===== config.mk =====
export PLATFORM = sky130hd
export DESIGN_NAME = pu_slave_spi
export DESIGN_NICKNAME = d
export VERILOG_FILES = /design/src/rtl/spi_link_pkg.sv /design/src/rtl/pu_word_pkg.sv /design/src/rtl/pingpong_word_buffer.sv /design/src/rtl/word_to_byte_splitter.sv /design/src/rtl/spi_slave_shifter.sv /design/src/rtl/pu_slave_spi.sv
export VERILOG_INCLUDE_DIRS = /design/src /design/src/rtl
export SDC_FILE = /design/constraint.sdc
export NUM_CORES = 1
export LEC_CHECK = 0
export BUFFER_PORTS_ARGS = -buffer_cell sky130_fd_sc_hd__buf_2
export CORE_ASPECT_RATIO = 1.25
export CORE_MARGIN = 2
export CORE_UTILIZATION = 61
export CTS_CLUSTER_SIZE = 10
export DETAILED_ROUTE_END_ITERATION = 8
export GPL_ROUTABILITY_DRIVEN = 0
export PLACE_DENSITY = 0.8
export SLEW_MARGIN = 10
export SYNTH_ARGS = -nofsm -noshare
export SYNTH_HDL_FRONTEND = slang
export SYNTH_SLANG_ARGS = --single-unit

===== constraint.sdc =====
create_clock -name clk -period 7.7 [get_ports clk]
set_clock_uncertainty 0.15 [all_clocks]
set_input_delay 0.385 -clock clk [delete_from_list [all_inputs] [get_ports clk]]
set_output_delay 0.385 -clock clk [all_outputs]
set_load 0.03 [all_outputs]

===== src/rtl/pu_spi_cfg.svh =====
`ifndef PU_SPI_CFG_SVH
`define PU_SPI_CFG_SVH

////////////////////////////////////////////////////////////
// Processor side sizes
////////////////////////////////////////////////////////////

// Word written by the processor
`define PU_DATA_WIDTH 32

// Words held per bank
`define PU_BUF_SIZE 6

////////////////////////////////////////////////////////////
// SPI side sizes
////////////////////////////////////////////////////////////

`define PU_SPI_WIDTH 8
`define PU_BYTES_PER_WORD (`PU_DATA_WIDTH / `PU_SPI_WIDTH)

`endif


===== src/rtl/spi_link_pkg.sv =====
`include "pu_spi_cfg.svh"

package spi_link_pkg;

    // One byte on the SPI wire
    typedef logic [`PU_SPI_WIDTH-1:0] spi_byte_t;

    // Bit position within the byte being shifted
    typedef logic [$clog2(`PU_SPI_WIDTH)-1:0] bit_cnt_t;

    // Two flop synchronizer stages for one input line
    // Bit 1 is the stage safe to use in clk domain
    typedef logic [1:0] line_sync_t;

endpackage


===== src/rtl/pu_word_pkg.sv =====
`include "pu_spi_cfg.svh"

package pu_word_pkg;
    import spi_link_pkg::*;

    // One processor data word
    typedef logic [`PU_DATA_WIDTH-1:0] pu_word_t;

    // Same bits seen as a word or as bytes
    // Byte 0 is the most significant one, sent first on miso
    typedef union packed {
        pu_word_t word;
        spi_byte_t [0:`PU_BYTES_PER_WORD-1] bytes;
    } pu_word_u;

    // Bank index or word count, covers 0 up to a full bank
    typedef logic [$clog2(`PU_BUF_SIZE + 1)-1:0] buf_idx_t;

    // Byte position inside a word
    typedef logic [$clog2(`PU_BYTES_PER_WORD)-1:0] byte_idx_t;

endpackage


===== src/rtl/pingpong_word_buffer.sv =====
`include "pu_spi_cfg.svh"

module pingpong_word_buffer import pu_word_pkg::*; (
    input  logic     clk,
    input  logic     rst,
    input  logic     signal_cycle,
    input  logic     idle,
    input  logic     signal_wr,
    input  pu_word_t data_in,
    input  logic     flag_stop,
    output logic     word_valid,
    input  logic     word_ready,
    output pu_word_t word
);

    // Two banks, bank_sel points at the one the processor fills
    pu_word_t mem [2][`PU_BUF_SIZE];
    buf_idx_t wr_cnt [2];
    buf_idx_t rd_ptr;
    logic     bank_sel;
    logic     rd_sel;

    logic     swap;
    logic     wr_ok;
    logic     rd_fire;

    assign rd_sel = ~bank_sel;

    // Swap only with cs high so SPI never sees a half written bank
    assign swap = signal_cycle && idle;

    // Drop writes once the bank is full
    assign wr_ok = signal_wr && (wr_cnt[bank_sel] < buf_idx_t'(`PU_BUF_SIZE));

    assign word_valid = rd_ptr < wr_cnt[rd_sel];
    assign word       = mem[rd_sel][rd_ptr];
    assign rd_fire    = word_valid && word_ready;

    ////////////////////////////////////////////////////////////
    // Bank storage
    ////////////////////////////////////////////////////////////

    always_ff @(posedge clk) begin
        if (wr_ok) begin
            mem[bank_sel][wr_cnt[bank_sel]] <= data_in;
        end
    end

    ////////////////////////////////////////////////////////////
    // Counts, bank select and read pointer
    ////////////////////////////////////////////////////////////

    always_ff @(posedge clk) begin
        if (rst) begin
            bank_sel  <= 1'b0;
            wr_cnt[0] <= '0;
            wr_cnt[1] <= '0;
            rd_ptr    <= '0;
        end else begin
            if (wr_ok) begin
                wr_cnt[bank_sel] <= wr_cnt[bank_sel] + 1'b1;
            end

            if (swap) begin
                // Old read bank turns into the new, empty write bank
                bank_sel       <= ~bank_sel;
                wr_cnt[rd_sel] <= '0;
                rd_ptr         <= '0;
            end else if (flag_stop) begin
                // Leftover words of an aborted transaction are discarded
                wr_cnt[rd_sel] <= '0;
                rd_ptr         <= '0;
            end else if (rd_fire) begin
                rd_ptr <= rd_ptr + 1'b1;
            end
        end
    end

    ////////////////////////////////////////////////////////////
    // Checks
    ////////////////////////////////////////////////////////////

    // Reader stays inside the words actually written
    a_rd_ptr_in_range: assert property (
        @(posedge clk) disable iff (rst)
        rd_ptr <= wr_cnt[rd_sel]
    ) else $error("read pointer beyond read bank count");

endmodule


===== src/rtl/word_to_byte_splitter.sv =====
`include "pu_spi_cfg.svh"

module word_to_byte_splitter
    import spi_link_pkg::*;
    import pu_word_pkg::*;
(
    input  logic      clk,
    input  logic      rst,
    input  logic      flag_stop,
    input  logic      word_valid,
    output logic      word_ready,
    input  pu_word_t  word,
    output logic      byte_valid,
    input  logic      byte_ready,
    output spi_byte_t tx_byte
);

    pu_word_u  held;
    byte_idx_t idx;
    logic      full;
    logic      last;
    logic      byte_fire;
    logic      word_fire;

    assign last      = idx == byte_idx_t'(`PU_BYTES_PER_WORD - 1);
    assign byte_fire = byte_valid && byte_ready;

    // Take the next word while the last byte leaves, no bubble
    assign word_ready = (!full || (byte_ready && last)) && !flag_stop;
    assign word_fire  = word_valid && word_ready;

    assign byte_valid = full;
    assign tx_byte    = held.bytes[idx];

    // Word payload
    always_ff @(posedge clk) begin
        if (word_fire) begin
            held.word <= word;
        end
    end

    always_ff @(posedge clk) begin
        if (rst) begin
            full <= 1'b0;
            idx  <= '0;
        end else if (flag_stop) begin
            full <= 1'b0;
            idx  <= '0;
        end else if (word_fire) begin
            full <= 1'b1;
            idx  <= '0;
        end else if (byte_fire) begin
            if (last) begin
                full <= 1'b0;
            end else begin
                idx <= idx + 1'b1;
            end
        end
    end

    // Offered byte stays until taken or the transaction ends
    a_byte_held: assert property (
        @(posedge clk) disable iff (rst)
        byte_valid && !byte_ready && !flag_stop |=> byte_valid
    ) else $error("byte_valid dropped without transfer");

endmodule


===== src/rtl/spi_slave_shifter.sv =====
`include "pu_spi_cfg.svh"

module spi_slave_shifter import spi_link_pkg::*; (
    input  logic      clk,
    input  logic      rst,
    input  logic      sclk,
    input  logic      cs,
    output logic      miso,
    output logic      idle,
    input  logic      byte_valid,
    output logic      byte_ready,
    input  spi_byte_t tx_byte,
    output logic      flag_start,
    output logic      flag_stop
);

    line_sync_t cs_pipe;
    line_sync_t sclk_pipe;
    logic       cs_s;
    logic       cs_q;
    logic       sclk_s;
    logic       sclk_q;

    logic       cs_fall;
    logic       cs_rise;
    logic       sclk_rise;
    logic       sclk_fall;

    logic       active;
    logic       last_bit;
    logic       load;
    bit_cnt_t   bit_cnt;
    spi_byte_t  shift_reg;

    ////////////////////////////////////////////////////////////
    // Line synchronizers and edge detect
    ////////////////////////////////////////////////////////////

    always_ff @(posedge clk) begin
        if (rst) begin
            cs_pipe   <= '1;
            sclk_pipe <= '0;
            cs_q      <= 1'b1;
            sclk_q    <= 1'b0;
        end else begin
            cs_pipe   <= {cs_pipe[0], cs};
            sclk_pipe <= {sclk_pipe[0], sclk};
            cs_q      <= cs_s;
            sclk_q    <= sclk_s;
        end
    end

    assign cs_s   = cs_pipe[1];
    assign sclk_s = sclk_pipe[1];
    assign idle   = cs_s;

    assign cs_fall = cs_q && !cs_s;
    assign cs_rise = !cs_q && cs_s;

    // Clock edges only count inside a started transaction
    assign sclk_rise = active && !cs_s && sclk_s && !sclk_q;
    assign sclk_fall = active && !cs_s && !sclk_s && sclk_q;

    ////////////////////////////////////////////////////////////
    // Transaction flags
    ////////////////////////////////////////////////////////////

    always_ff @(posedge clk) begin
        if (rst) begin
            active     <= 1'b0;
            flag_start <= 1'b0;
            flag_stop  <= 1'b0;
        end else begin
            flag_start <= cs_fall && !active;
            flag_stop  <= cs_rise && active;
            if (cs_fall) begin
                active <= 1'b1;
            end else if (cs_rise) begin
                active <= 1'b0;
            end
        end
    end

    ////////////////////////////////////////////////////////////
    // Byte shifter, mode 0
    ////////////////////////////////////////////////////////////

    assign last_bit   = bit_cnt == bit_cnt_t'(`PU_SPI_WIDTH - 1);
    assign load       = flag_start || (sclk_rise && last_bit);
    assign byte_ready = load;
    assign miso       = shift_reg[`PU_SPI_WIDTH-1];

    always_ff @(posedge clk) begin
        if (rst) begin
            bit_cnt   <= '0;
            shift_reg <= '0;
        end else if (cs_s) begin
            bit_cnt   <= '0;
            shift_reg <= '0;
        end else if (load) begin
            // Underrun sends 0x00
            shift_reg <= byte_valid ? tx_byte : '0;
            bit_cnt   <= '0;
        end else begin
            if (sclk_rise) begin
                bit_cnt <= bit_cnt + 1'b1;
            end
            // Falling edge right after a load keeps the fresh MSB on miso
            if (sclk_fall && bit_cnt != '0) begin
                shift_reg <= {shift_reg[`PU_SPI_WIDTH-2:0], 1'b0};
            end
        end
    end

    a_flags_exclusive: assert property (
        @(posedge clk) disable iff (rst)
        !(flag_start && flag_stop)
    ) else $error("flag_start and flag_stop together");

endmodule


===== src/rtl/pu_slave_spi.sv =====
module pu_slave_spi
    import spi_link_pkg::*;
    import pu_word_pkg::*;
(
    input  logic     clk,
    input  logic     rst,
    input  logic     signal_cycle,
    input  logic     signal_wr,
    input  pu_word_t data_in,
    output logic     flag_start,
    output logic     flag_stop,
    output logic     miso,
    input  logic     sclk,
    input  logic     cs
);

    // Buffer to splitter
    logic      word_valid;
    logic      word_ready;
    pu_word_t  word;

    // Splitter to shifter
    logic      byte_valid;
    logic      byte_ready;
    spi_byte_t tx_byte;

    // Synchronized cs from the shifter
    logic      idle;

    pingpong_word_buffer buffer_inst (
        .clk          (clk),
        .rst          (rst),
        .signal_cycle (signal_cycle),
        .idle         (idle),
        .signal_wr    (signal_wr),
        .data_in      (data_in),
        .flag_stop    (flag_stop),
        .word_valid   (word_valid),
        .word_ready   (word_ready),
        .word         (word)
    );

    word_to_byte_splitter splitter_inst (
        .clk        (clk),
        .rst        (rst),
        .flag_stop  (flag_stop),
        .word_valid (word_valid),
        .word_ready (word_ready),
        .word       (word),
        .byte_valid (byte_valid),
        .byte_ready (byte_ready),
        .tx_byte    (tx_byte)
    );

    spi_slave_shifter shifter_inst (
        .clk        (clk),
        .rst        (rst),
        .sclk       (sclk),
        .cs         (cs),
        .miso       (miso),
        .idle       (idle),
        .byte_valid (byte_valid),
        .byte_ready (byte_ready),
        .tx_byte    (tx_byte),
        .flag_start (flag_start),
        .flag_stop  (flag_stop)
    );

endmodule


# Word level (Yosys, flattened, before mapping)
# Memories as Yosys holds them, arrays and structs flattened. A register that Yosys moved wholly into a read port is not among the register bits.
# Index checks and enable logic that the tools add are counted.
# word_totals
mem_count	2
elab_cells	113
reg_bits	59
output_inout_bits	3
ram_bits	390
in_bits	38
# op_classes
n_mux	38
eq_ne	2
magnitude_cmp	6
bitwise_logic	6
add_sub_neg	4
reduce_logical	41
# mem_list
name	depth	word_bits	read_ports	rd_ports_with_merged_regs	wr	line	text
buffer_inst.mem	2	192	1	0	1	pingpong_word_buffer.sv:17	pu_word_t mem [2][`PU_BUF_SIZE];
buffer_inst.wr_cnt	2	3	2	1	2	pingpong_word_buffer.sv:18	buf_idx_t wr_cnt [2];
# ops
operator	n
192-bit two-way mux	1
32-bit binary-select mux with 3-bit select	1
32-bit demux with 3-bit select	1
32-bit two-way mux	3
8-bit two-way mux	5
1-bit two-way mux	23
1-bit logical AND	18
8-bit binary-select mux with 2-bit select	1
3-bit OR reduction	5
3-bit by 1-bit adder with 3-bit output, second input constant	3
3-bit two-way mux	3
4-bit >= comparator, second input constant	2
3-bit inverter with 4-bit output	2
2-bit nonzero test	4
1-bit logical NOT	7
4-bit by 1-bit less-than comparator with 1-bit output, second input constant	1
2-bit AND reduction	2
2-bit OR reduction	2
3-bit == test, second input constant	1
3-bit >= comparator, second input constant	1
3-bit less-than comparator	1
3-bit less-than comparator, second input constant	1
2-bit inverter with 3-bit output	1
3-bit nonzero test	1
other kinds (5)	7

# Logic depth before layout (Yosys ltp)
# logic_depth
word_depth	12
depth_mapped	9
depth_no_buf	6

# Cells and area by module
# A second synthesis with hierarchy kept.
# hier_totals
cells_unflattened	806
area_unflattened_um2	17265.3
# modules_own_cells
mod	area_per_inst_um2	seq_area_each_um2	cells_per_inst	n_inst
pingpong_word_buffer	15098.2	11751.3	666	1
word_to_byte_splitter	1300.0	1021.0	58	1
spi_slave_shifter	867.1	400.4	82	1

# Least setup slack after synthesis
# No wires, ideal clock.
# synth_timing
path_type	register to register
from	register buffer_inst.bank_sel
to	register splitter_inst.held[0] in the netlist's numbering, enable pin
arrival_time_ns	3.007
required_ns	7.129
slack_ns	4.122
path_stages_with_launch	9
cell_sequence	dfxtp_1 > buf_2 > buf_4 > buf_2 > mux2i_1 > ha_1 > o21ai_0 > a22oi_2 > nor2_1
# synth_via
elab_chain_cells	4
# synth_rtl
element	line	text
from (decl)	pingpong_word_buffer.sv:20	logic bank_sel;
from (signal assigned)	pingpong_word_buffer.sv:66	bank_sel <= ~bank_sel;
1-bit inverter	pingpong_word_buffer.sv:27	assign rd_sel = ~bank_sel;
memory read 2 x 3 bit	n/a	
3-bit less-than comparator	pingpong_word_buffer.sv:35	assign word_valid = rd_ptr < wr_cnt[rd_sel];
1-bit logical AND	n/a	
net buffer_inst.rd_fire	pingpong_word_buffer.sv:25	logic rd_fire;
to (decl)	word_to_byte_splitter.sv:18	pu_word_u held;
# The timed path passes the listed nets, and every way through them passes these cells.
# A chain may end at the register's enable or synchronous reset.

# Final worst setup path
# layout_timing
from	register buffer_inst.bank_sel
to	memory buffer_inst.mem[1][7] in the netlist's numbering, enable pin
# layout_lines
element	line
to (decl)	pingpong_word_buffer.sv:17
# No word-level cell before the write port.

==> flow_summary.json <==
{
  "post_cts.repair.setup_buffers": 0,
  "grt_first_pass_wirelength_mm": 53.1,
  "die_area_sq_um": 30000,
  "antenna_cells_inserted": 0,
  "route.detailed.drc": 0,
  "grt_overflow_total": 0,
  "dominantRegCellSynth": "sky130_fd_sc_hd__edfxtp_1",
  "setup_repair_after_global_routing_missed_its_margin": "no",
  "critPathBufInv": 1,
  "hp-class": "in -> reg",
  "post_syn_area_per_cell_sq_um": 20.3,
  "drtAntennaViolNets": 0,
  "tritoncts_clock_tree": "done",
  "final_area_sq_um": 19700,
  "detailed_route_vias_per_instance": 6.51,
  "synth-compound-area-share_pct": 3.13,
  "worst_ep_arrival_time_ns": 3.59,
  "yosys_reg_bits": 450,
  "number_of_port_buffers": 40,
  "timing.critical_path.required_ns": 7.71,
  "max_clock_freq_mhz": 280,
  "clockBufferDepth": 3,
  "dp_hpwl_mm": 18.4,
  "worst_setup_path_start_kind": "flop",
  "tightestPinTransition_ns": 1.19,
  "max_stage_delay_ns": 1.02,
  "synth.yosys.warnings": 0,
  "layout.nets": 991,
  "path_max_fanout": 44,
  "fp.dieW_microns": 155,
  "async_reset_ff_share_pct": 0,
  "synth_seq_area_share_pct": 75.5,
  "endpoint_kind": "flop",
  "synthesis.instances": 859,
  "fin_crit_ns": 3.57,
  "synthMuxAreaShare_pct": 15.8,
  "postRouteWirelength_mm": 34.9,
  "cts.reportedPaths.clkPinSlew_ns": 0.06,
  "worst_slew_margin_relative_to_its_limit_pct": 20.7,
  "layout-drive-gt1-share_pct": 25.4,
  "synth_top_family_by_area": "multiplexers",
  "setup_viol": 0,
  "synthSimpleGateAreaFrac_pct": 2.67,
  "grt_max_degree": 53,
  "critPathSlowestCell": "sky130_fd_sc_hd__nor2_4",
  "clockRootBuffer": "sky130_fd_sc_hd__clkbuf_16",
  "max-vdd-ir-drop_mv": 0.181,
  "timing.max_cap.violations": 0,
  "cts_htree_levels": 2,
  "placement_rows": 69,
  "grtUsageTotal_pct": 24.1,
  "flow.area_growth_from_synthesis_pct": 12.7,
  "core_area_sq_um": 28300,
  "power_leakage_uw": 0.00625,
  "cp_cell_sequence": "buf_4, nand3_1, nor2_4",
  "pin_count": 41,
  "yosys.area_share.xor_xnor_pct": 0.151,
  "outcome": "complete, no violations",
  "synth-edff-count": 416,
  "total_of_cells_resized_after_clock_tree_synthesis": 0,
  "ys_types": 49,
  "syn-cell-area_sq_um": 17400,
  "clock-sinks": 450,
  "grt_antenna_before_repair": 0,
  "largest_reg_flops": 384,
  "die-height_microns": 193,
  "first_global_vias": 8958,
  "cts_made_buffers": 51,
  "postSynthNetCount": 907,
  "worst-setup-path-type": "reg -> reg",
  "power_density_nw_per_um2": 266,
  "worst_path_dominant_cell_family": "simple AND/OR/NAND/NOR gates",
  "routed-via-count": 8598,
  "place_area_sq_um": 18100,
  "post_drt_wl_per_cell_microns": 26.4,
  "min_period_over_period_pct": 46.4,
  "detailedRoute.firstPassIterationCount": 5,
  "synth-adder-area-share_pct": 0.717,
  "initialDrtViolationCount": 677,
  "final.setup.tns_ns": 0,
  "floorplan.initialDensity_pct": 61.6,
  "timing.final.max_slew_violations": 0,
  "clkLatencyLatePin_ns": 0.56,
  "hold_violations": 0
}
==> placed cells by master (no fill, tap or decap), types with 2 or more instances in the layout <==
| cell | instances |
|---|---|
| sky130_fd_sc_hd__edfxtp_1 | 416 |
| sky130_fd_sc_hd__mux4_2 | 104 |
| sky130_fd_sc_hd__clkbuf_16 | 51 |
| sky130_fd_sc_hd__buf_2 | 40 |
| sky130_fd_sc_hd__inv_1 | 39 |
| sky130_fd_sc_hd__mux2i_1 | 39 |
| sky130_fd_sc_hd__o22ai_1 | 32 |
| sky130_fd_sc_hd__dfxtp_1 | 31 |
| sky130_fd_sc_hd__a21oi_1 | 21 |
| sky130_fd_sc_hd__clkbuf_1 | 19 |
| sky130_fd_sc_hd__nand3_1 | 17 |
| sky130_fd_sc_hd__dlygate4sd3_1 | 17 |
| sky130_fd_sc_hd__buf_4 | 16 |
| sky130_fd_sc_hd__nand2_1 | 14 |
| sky130_fd_sc_hd__o21ai_0 | 13 |
| sky130_fd_sc_hd__nor2_4 | 12 |
| sky130_fd_sc_hd__nor2_1 | 10 |
| sky130_fd_sc_hd__ha_1 | 10 |
| sky130_fd_sc_hd__a21o_1 | 8 |
| sky130_fd_sc_hd__or3b_1 | 6 |
| sky130_fd_sc_hd__or3_1 | 4 |
| sky130_fd_sc_hd__nor2b_1 | 4 |
| sky130_fd_sc_hd__inv_6 | 4 |
| sky130_fd_sc_hd__nand2b_1 | 3 |
| sky130_fd_sc_hd__mux2_2 | 2 |
| sky130_fd_sc_hd__nor3b_1 | 2 |
| sky130_fd_sc_hd__xnor2_1 | 2 |
| sky130_fd_sc_hd__clkinv_1 | 2 |
| sky130_fd_sc_hd__or2_2 | 2 |
| sky130_fd_sc_hd__dfxtp_4 | 2 |
==> Yosys cell counts (all sizes together) (2+ instances only) <==
master | instances | area, sq um
edfxtp | 416 | 12500
mux4 | 104 | 2340
inv | 40 | 150
mux2i | 39 | 390
dfxtp | 34 | 681
o22ai | 32 | 200
clkbuf | 24 | 91.3
nor2 | 23 | 86.3
a21oi | 22 | 114
buf | 18 | 109
nand3 | 17 | 85.1
nand2 | 14 | 52.6
o21ai | 13 | 65.1
ha | 10 | 125
a21o | 8 | 60.1
or3b | 7 | 61.3
nor2b | 4 | 25.0
or3 | 4 | 25.0
nand2b | 3 | 18.8
mux2 | 2 | 22.5
nor3b | 2 | 15.0
or2 | 2 | 12.5
xnor2 | 2 | 17.5
==> metal layers <==
layer	track usage, %	vias to the layer above	wire [microns]
met5	0	-	0
li1	-	3657	-
met2	41.0	401	17900
met3	4.38	70	2440
met4	9.17	0	1120
met1	31.7	4470	13400
==> repair_timing <==
action / CTS / global route
hold buffers: 17 / 0
setup endpoints to repair: 0 / 0
hold endpoints to repair: 166 / 0
==> kinds of logic after synthesis <==
kind of cell / after synthesis
AOI/OAI and AO/OA: 84
xor gates and xnor gates: 3
adders and majority gates: 10
buffers and inverters: 83
DFF: 450
muxes: 145
and+or+nand+nor: 84
==> through the flow <==
| stage | util [%] | hold slack [ns] | power [uW] | worst slack [ns] | instances |
|---|---|---|---|---|---|
| 5_1_grt | 69.5 | 0.0256 | 5390 | 3.84 | 1320 |
| 2_1_floorplan | - | 0.239 | 3070 | 4.12 | 859 |
| 4_1_cts | 69.5 | 0.00211 | 5260 | 4.04 | 1320 |
| 3_5_place_dp | 64.0 | 0.243 | 3190 | 4.04 | 1228 |
| 6_report | 69.5 | 0.0105 | 5230 | 4.13 | 1320 |
| 3_3_place_gp | 64.0 | 0.248 | 3180 | 4.05 | 1228 |
==> worst paths after layout <==
kind | start | end | slack, ns | cells after the start
min reg2reg | shifter_inst.cs_pipe[0] | shifter_inst.cs_pipe[1] | 0.27 | 1
max | buffer_inst.bank_sel | buffer_inst.mem[1][7] | 4.13 | 3
min | data_in[3] | buffer_inst.mem[1][163] | 0.01 | 1
max reg2reg | buffer_inst.bank_sel | buffer_inst.mem[1][7] | 4.13 | 3
==> report_power, final <==
part	internal [uW]	switching [uW]	total (uW)
clock	1200	875	2080
sequential	2760	45.2	2810
combinational	152	196	349
total	4120	1120	5230
==> cell type report <==
type / instances / area, sq um
sequential: 450 / 13200
fill: 1674 / 8650
multi-input combinational: 326 / 4010
clock buffer: 70 / 1350
timing repair buffer: 73 / 490
tap: 355 / 444
inverter: 41 / 154
clock inverter: 5 / 38.8
==> worst reg2reg max path: stages, from the launching register on <==
cell	delay, ns
sky130_fd_sc_hd__dfxtp_4	0.66
sky130_fd_sc_hd__buf_4	0.79
sky130_fd_sc_hd__nand3_1	0.54
sky130_fd_sc_hd__nor2_4	1.02
Note: power is estimated with default switching activity, not from simulation.
